File: config.mk
export PLATFORM = sky130hd
export DESIGN_NAME = cgra_lite_top
export DESIGN_NICKNAME = d
export VERILOG_FILES = /design/src/design/cgra_pkg.sv /design/src/design/cgra_lite_top.sv /design/src/design/cgra_frame_tracker.sv /design/src/design/cgra_column.sv /design/src/design/cgra_instr_store.sv
export SDC_FILE = /design/constraint.sdc
export NUM_CORES = 2
export LEC_CHECK = 0
export BUFFER_PORTS_ARGS = -buffer_cell sky130_fd_sc_hd__buf_2
export CORE_MARGIN = 2
export CORE_UTILIZATION = 35
export DETAILED_ROUTE_END_ITERATION = 16
export PLACE_DENSITY = 0.6
export SYNTH_ARGS = -nofsm -noshare
export SYNTH_HDL_FRONTEND = slang
export SYNTH_SLANG_ARGS = --single-unit
File: constraint.sdc
create_clock -name ap_clk -period 7.97 [get_ports ap_clk]
set_clock_uncertainty 0.2 [all_clocks]
set_input_delay 0.3985 -clock ap_clk [delete_from_list [all_inputs] [get_ports ap_clk]]
set_output_delay 0.3985 -clock ap_clk [all_outputs]
set_load 0.01 [all_outputs]
File: src/design/cgra_pkg.sv
`default_nettype none

package cgra_pkg;

    // stream and immediate widths
    parameter int DATA_W = 32;
    parameter int IMM_W  = 16;

    // defaults for the top level parameters
    parameter int DEF_NUM_COL = 2;
    parameter int DEF_DEPTH   = 8;

    // column opcodes, codes 6 and 7 behave as pass
    typedef enum logic [2:0] {
        OP_PASS = 3'd0,
        OP_ADD  = 3'd1,
        OP_SUB  = 3'd2,
        OP_XOR  = 3'd3,
        OP_MUL  = 3'd4,
        OP_SHL  = 3'd5
    } op_e;

    typedef struct packed {
        op_e              op;
        logic [IMM_W-1:0] imm;
    } instr_t;

    typedef enum logic {
        CFG_INSTR = 1'b0,
        CFG_LEN   = 1'b1
    } cfg_kind_e;

    // for CFG_LEN the program length rides in addr
    typedef struct packed {
        cfg_kind_e  kind;
        logic [3:0] col;
        logic [7:0] addr;
        instr_t     instr;
    } cfg_t;

    typedef struct packed {
        logic [DATA_W-1:0] data;
        logic              last;
    } beat_t;

endpackage

`default_nettype wire
File: src/design/cgra_lite_top.sv
`timescale 1ns/1ps
`default_nettype none

module cgra_lite_top #(
    parameter int NUM_COL = cgra_pkg::DEF_NUM_COL,
    parameter int DEPTH   = cgra_pkg::DEF_DEPTH
) (
    input  wire logic             ap_clk,
    input  wire logic             rst,
    input  wire cgra_pkg::cfg_t   cfg,
    input  wire logic             cfg_valid,
    output logic                  cfg_ready,
    input  wire cgra_pkg::beat_t  in_beat,
    input  wire logic             in_valid,
    output logic                  in_ready,
    output cgra_pkg::beat_t       out_beat,
    output logic                  out_valid,
    input  wire logic             out_ready,
    output logic                  done,
    output logic [31:0]           frame_cycles
);
    import cgra_pkg::*;

    // index k is the input of column k, index NUM_COL the output stream
    beat_t            stage_beat [NUM_COL+1];
    logic [NUM_COL:0] stage_valid;
    logic [NUM_COL:0] stage_ready;

    assign stage_beat[0]        = in_beat;
    assign out_beat             = stage_beat[NUM_COL];
    assign out_valid            = stage_valid[NUM_COL];
    assign stage_ready[NUM_COL] = out_ready;

    cgra_frame_tracker u_tracker (
        .ap_clk       (ap_clk),
        .rst          (rst),
        .in_valid     (in_valid),
        .in_last      (in_beat.last),
        .col_ready    (stage_ready[0]),
        .out_valid    (out_valid),
        .out_ready    (out_ready),
        .out_last     (out_beat.last),
        .in_ready     (in_ready),
        .col_valid    (stage_valid[0]),
        .cfg_ready    (cfg_ready),
        .done         (done),
        .frame_cycles (frame_cycles)
    );

    // column chain, config is broadcast and each column picks its own index
    for (genvar k = 0; k < NUM_COL; k++) begin : g_col
        cgra_column #(
            .DEPTH     (DEPTH),
            .COL_INDEX (k)
        ) u_col (
            .ap_clk    (ap_clk),
            .rst       (rst),
            .cfg       (cfg),
            .cfg_valid (cfg_valid),
            .cfg_ready (cfg_ready),
            .in_beat   (stage_beat[k]),
            .in_valid  (stage_valid[k]),
            .in_ready  (stage_ready[k]),
            .out_beat  (stage_beat[k+1]),
            .out_valid (stage_valid[k+1]),
            .out_ready (stage_ready[k+1])
        );
    end

endmodule

`default_nettype wire

File: src/design/cgra_frame_tracker.sv
`timescale 1ns/1ps
`default_nettype none

module cgra_frame_tracker (
    input  wire logic  ap_clk,
    input  wire logic  rst,
    input  wire logic  in_valid,
    input  wire logic  in_last,
    input  wire logic  col_ready,
    input  wire logic  out_valid,
    input  wire logic  out_ready,
    input  wire logic  out_last,
    output logic       in_ready,
    output logic       col_valid,
    output logic       cfg_ready,
    output logic       done,
    output logic [31:0] frame_cycles
);

    logic        active;
    logic        last_in;
    logic [31:0] cycle_cnt;
    logic        in_fire;
    logic        out_fire;
    logic        frame_end;

    // input gate shut once the last word of the frame is inside
    assign in_ready  = col_ready && !last_in;
    assign col_valid = in_valid && !last_in;

    assign in_fire   = in_valid && in_ready;
    assign out_fire  = out_valid && out_ready;
    assign frame_end = out_fire && out_last;

    // an offered word also holds off config, so a write never lands
    // on the same edge as the first accept of a frame
    assign cfg_ready = !active && !in_valid;

    always_ff @(posedge ap_clk) begin
        if (rst) begin
            active  <= 1'b0;
            last_in <= 1'b0;
        end else begin
            if (frame_end) begin
                active <= 1'b0;
            end else if (in_fire) begin
                active <= 1'b1;
            end

            if (frame_end) begin
                last_in <= 1'b0;
            end else if (in_fire && in_last) begin
                last_in <= 1'b1;
            end
        end
    end

    // first accept edge counts as 1
    always_ff @(posedge ap_clk) begin
        if (rst) begin
            cycle_cnt <= '0;
        end else if (in_fire && !active) begin
            cycle_cnt <= 32'd1;
        end else if (active) begin
            cycle_cnt <= cycle_cnt + 32'd1;
        end
    end

    // count includes the final output edge itself
    always_ff @(posedge ap_clk) begin
        if (rst) begin
            frame_cycles <= '0;
            done         <= 1'b0;
        end else begin
            done <= frame_end;
            if (frame_end) begin
                frame_cycles <= cycle_cnt + 32'd1;
            end
        end
    end

endmodule

`default_nettype wire

File: src/design/cgra_column.sv
`timescale 1ns/1ps
`default_nettype none

module cgra_column #(
    parameter int DEPTH     = cgra_pkg::DEF_DEPTH,
    parameter int COL_INDEX = 0
) (
    input  wire logic             ap_clk,
    input  wire logic             rst,
    input  wire cgra_pkg::cfg_t   cfg,
    input  wire logic             cfg_valid,
    input  wire logic             cfg_ready,
    input  wire cgra_pkg::beat_t  in_beat,
    input  wire logic             in_valid,
    output logic                  in_ready,
    output cgra_pkg::beat_t       out_beat,
    output logic                  out_valid,
    input  wire logic             out_ready
);
    import cgra_pkg::*;

    instr_t            instr;
    logic              in_fire;
    logic [DATA_W-1:0] imm_ext;
    logic [DATA_W-1:0] result;

    // room when empty or draining this cycle
    assign in_ready = !out_valid || out_ready;
    assign in_fire  = in_valid && in_ready;

    assign imm_ext = DATA_W'(instr.imm);

    cgra_instr_store #(
        .DEPTH     (DEPTH),
        .COL_INDEX (COL_INDEX)
    ) u_store (
        .ap_clk       (ap_clk),
        .rst          (rst),
        .cfg          (cfg),
        .cfg_valid    (cfg_valid),
        .cfg_ready    (cfg_ready),
        .advance      (in_fire),
        .advance_last (in_beat.last),
        .instr        (instr)
    );

    // execute, all results wrap at 32 bits
    always_comb begin
        case (instr.op)
            OP_PASS: begin
                result = in_beat.data;
            end
            OP_ADD: begin
                result = in_beat.data + imm_ext;
            end
            OP_SUB: begin
                result = in_beat.data - imm_ext;
            end
            OP_XOR: begin
                result = in_beat.data ^ imm_ext;
            end
            OP_MUL: begin
                // low half of the product only
                result = in_beat.data * imm_ext;
            end
            OP_SHL: begin
                result = in_beat.data << imm_ext[4:0];
            end
            default: begin
                result = in_beat.data;
            end
        endcase
    end

    always_ff @(posedge ap_clk) begin
        if (rst) begin
            out_valid <= 1'b0;
        end else if (in_fire) begin
            out_valid <= 1'b1;
        end else if (out_ready) begin
            out_valid <= 1'b0;
        end
    end

    // stage register, last flag passes untouched
    always_ff @(posedge ap_clk) begin
        if (in_fire) begin
            out_beat <= '{data: result, last: in_beat.last};
        end
    end

endmodule

`default_nettype wire

File: src/design/cgra_instr_store.sv
`timescale 1ns/1ps
`default_nettype none

module cgra_instr_store #(
    parameter int DEPTH     = cgra_pkg::DEF_DEPTH,
    parameter int COL_INDEX = 0
) (
    input  wire logic             ap_clk,
    input  wire logic             rst,
    input  wire cgra_pkg::cfg_t   cfg,
    input  wire logic             cfg_valid,
    input  wire logic             cfg_ready,
    input  wire logic             advance,
    input  wire logic             advance_last,
    output cgra_pkg::instr_t      instr
);
    import cgra_pkg::*;

    localparam int PC_W  = (DEPTH > 1) ? $clog2(DEPTH) : 1;
    localparam int LEN_W = $clog2(DEPTH + 1);

    instr_t           mem [DEPTH];
    logic [PC_W-1:0]  pc;
    logic [LEN_W-1:0] len;
    logic             cfg_hit;
    logic             pc_wrap;

    // only transfers addressed to this column
    assign cfg_hit = cfg_valid && cfg_ready && (cfg.col == 4'(COL_INDEX));

    // last slot of the program reached
    assign pc_wrap = (LEN_W'(pc) + LEN_W'(1)) >= len;

    // program memory and length, both start as a single pass instruction
    always_ff @(posedge ap_clk) begin
        if (rst) begin
            for (int i = 0; i < DEPTH; i++) begin
                mem[i] <= '{op: OP_PASS, imm: '0};
            end
            len <= LEN_W'(1);
        end else if (cfg_hit) begin
            if (cfg.kind == CFG_INSTR) begin
                if (cfg.addr < DEPTH) begin
                    mem[cfg.addr[PC_W-1:0]] <= cfg.instr;
                end
            end else begin
                // zero or oversized lengths are dropped
                if (cfg.addr != 8'd0 && cfg.addr <= DEPTH) begin
                    len <= cfg.addr[LEN_W-1:0];
                end
            end
        end
    end

    // one step per accepted word, back to slot 0 at frame end
    always_ff @(posedge ap_clk) begin
        if (rst) begin
            pc <= '0;
        end else if (advance) begin
            if (advance_last || pc_wrap) begin
                pc <= '0;
            end else begin
                pc <= pc + 1'b1;
            end
        end
    end

    assign instr = mem[pc];

endmodule

`default_nettype wire

==> reports/results.tsv <==
metric	value	unit
run status	completed	
Avg Inst Size Synth	9.58	um^2
worst-path maximum fanout	20	
Area contributors post-synth	fa_1 (24%), edfxtp_1 (22%), and2_1 (7.0%)	
Setup crit start kind	flop	
leakage	24.5	nW
worst hold path type	in2reg	
clock slew at reported path FFs	0.06	ns
placed cells	7287	
maximum clock frequency	129	MHz
Sink Count	459	
ratio of cells with drive above 1 in the final layout	0.118	
Worst-Skew Late Latency	0.66	ns
Async S/R FF share, synth	0	
post-route clock period utilization	0.970	
DRT Wirelength	167000	um
Synth Flop Type	edfxtp_1	
peak supply drop	0.000704	V
Root Driver	clkbuf_16	
syn nets	6255	
post-route insts no fill	7405	
Yosys top cell area share	0.239	
Final Net Count	6368	
Detail Placement HPWL	125000	um
total grt overflow	0	
CP arrival	7.85	ns
most used cell, CP	fa_1	
CTS tree	yes	
routed vias	39600	
vias per inst	5.35	
dominant cell type by area after synthesis	fa_1	
first-pass GRT wire length	256000	um
Synthesis Warnings	0	
first drt pass iteration count	9	
Die Ht	386	um
cells after synthesis	5334	
PortBufs	138	
Worst Tran Pin Value	1.12	ns
Iter 0 DRT Violations	3361	
# setup viols final	0	
Hold Worst Slack	0.0278	ns
EDFF count, synth	370	
Largest stage delay, worst path	0.55	ns
setup ws final	0.236	ns
Synth Register Bits	459	
count of different cell masters after synthesis	86	
final worst path period need	7.73	ns
Setup TNS	0	ns
GPL Wtd Cong	0.973	
relative slew slack	0.252	
pre-CTS setup slack	-0.0633	ns
gr usage total	0.225	
Max Cap Violations	0	
Core Area	145000	um^2
sequential area share after synthesis	0.252	
Starting Density	0.352	
synthesized area	51100	um^2
IO Pins	139	
Fin. Hold Viols	0	
Routed WL per cell	22.6	um
die area	149000	um^2
Req. time, crit path	8.09	ns
H-tree lvl count	2	
Num CTS Buffers	50	
power per standard cell area	387	nW/um^2
vias in the first global route	41400	
Crit Path Class	reg2reg	
Rows	140	
Bufs on Longest Clock Path	3	
fin. max-slew vios	0	
RSZ-0062 raised after global routing	yes	
Post-route DRC	0	
area delta synth->final	11.6	%
Routed Antenna Nets	0	
fillers	14300	
largest net degree at the start of global routing	46	
CP max stage cell	fa_1	
initial antenna violation count	6	
crit path capture type	flop	
Final Core Density	0.393	
Die X	386	um
[flip-flops by register name, indices dropped and copies added, names as in the netlist, 2 cells and up, named ones only]
| register | cells |
|---|---|
| g_col.u_col.out_beat | 66 |
| g_col.u_col.out_valid | 2 |
| g_col.u_col.u_store.len | 8 |
| g_col.u_col.u_store.mem | 304 |
| g_col.u_col.u_store.pc | 6 |
| u_tracker.cycle_cnt | 32 |
| u_tracker.frame_cycles | 32 |
[per-stage QoR]
stage | power (W) | area [um^2]
6_report | 0.0221 | 57000
5_1_grt | 0.0240 | 57000
4_1_cts | 0.0217 | 56700
3_5_place_dp | 0.0193 | 55000
3_3_place_gp | 0.0191 | 55000
2_1_floorplan | 0.0139 | 51100
[Yosys cell counts (48+ instances only)]
| cell type | n |
|---|---|
| nand2_1 | 708 |
| inv_1 | 687 |
| fa_1 | 610 |
| and2_1 | 568 |
| edfxtp_1 | 370 |
| clkbuf_1 | 248 |
| ha_1 | 241 |
| nor2_1 | 224 |
| mux2i_1 | 185 |
| o21ai_0 | 180 |
| xnor2_1 | 151 |
| a21oi_1 | 131 |
| dfxtp_1 | 89 |
| xor2_1 | 89 |
| a21o_1 | 58 |
| nor3_1 | 54 |
| mux4_2 | 51 |
| nor2b_1 | 49 |
| nand3_1 | 48 |
[worst paths after layout]
check	start	to	slack (ns)	cells after the start
max	flop	g_col[0].u_col.out_beat[29]$_DFFE_PP_	0.24	30
min	in_valid	g_col[0].u_col.out_valid$_SDFFE_PP0P_	0.03	3
max reg2reg	flop	g_col[0].u_col.out_beat[29]$_DFFE_PP_	0.24	30
min reg2reg	g_col[0].u_col.out_beat[0]$_DFFE_PP_	g_col[1].u_col.out_beat[0]$_DFFE_PP_	0.25	0
[critical path, delay by kind of cell (launching register included)]
kind,cells,cell delay (ns)
XOR/XNOR,1,0.15
flip-flops,1,0.40
AO/OA/AOI/OAI,8,1.55
buffers and inverters,11,1.32
adder cells (fa/ha/maj),7,3.41
AND/OR/NAND/NOR,3,0.33
[placed cells by master, fill, tap and decap left out, types with 32 or more instances in the layout]
cell and count:
a211oi_1 34, a21o_1 58, a21oi_1 126, a221oi_1 32, and2_1 568, buf_2 138, buf_4 219, clkbuf_16 52
dfxtp_1 84, edfxtp_1 370, fa_1 610, ha_1 239, inv_1 683, mux2_2 37, mux2i_1 182, mux4_2 53
nand2_1 707, nand2b_1 32, nand3_1 47, nor2_1 217, nor2b_1 47, nor3_1 46, o21ai_0 176, xnor2_1 151
xor2_1 89
[kinds of logic (layout without fill, tap and decap cells)]
family                   count (synthesis)  after routing  share of synthesized area
buffers and inverters                 1024           1177                     0.0771
multiplexers                           283            283                     0.0707
flip-flops                             459            459                      0.252
other                                    0              1                          0
AO/OA/AOI/OAI                          677            677                     0.0869
AND/OR/NAND/NOR                       1799           1799                      0.173
XOR/XNOR                               241            241                     0.0416
adder cells (fa/ha/maj)                851            851                      0.298
[area by class of cell]
cell class	count	area, um^2	area share
multi-input cells	3851	34600	0.606
flip-flops and latches	459	12900	0.226
repair buffers	391	2920	0.0512
inverters	694	2620	0.0458
well taps	1917	2400	0.0420
clock buffers	67	1390	0.0243
clock inverters	25	236	0.00415
diodes	1	2.50	0.0000439
[layer usage]
layer / wire (um) / global-route usage / vias to the layer above
li1: - / - / 17700
met1: 70800 / 0.302 / 20000
met2: 79100 / 0.374 / 1552
met3: 11000 / 0.0282 / 334
met4: 6370 / 0.0785 / 8
met5: 41 / 0 / -
[power breakdown]
group,total (W),switching [W],internal (W)
sequential,0.00302,0.000208,0.00281
combinational,0.0167,0.00952,0.00722
clock,0.00233,0.00105,0.00127
total,0.0221,0.0108,0.0113
[what timing repair did]
| item | in CTS | in global routing |
|---|---|---|
| endpoints found under the setup margin | 2 | 26 |
| endpoints found under the hold margin | 12 | 0 |
| setup buffers | 0 | 18 |
| hold buffers | 6 | 0 |
| resized for setup | 2 | 51 |
| gates cloned | 0 | 1 |
| pin swaps | 1 | 12 |
Note: power is estimated with default switching activity, not from simulation.
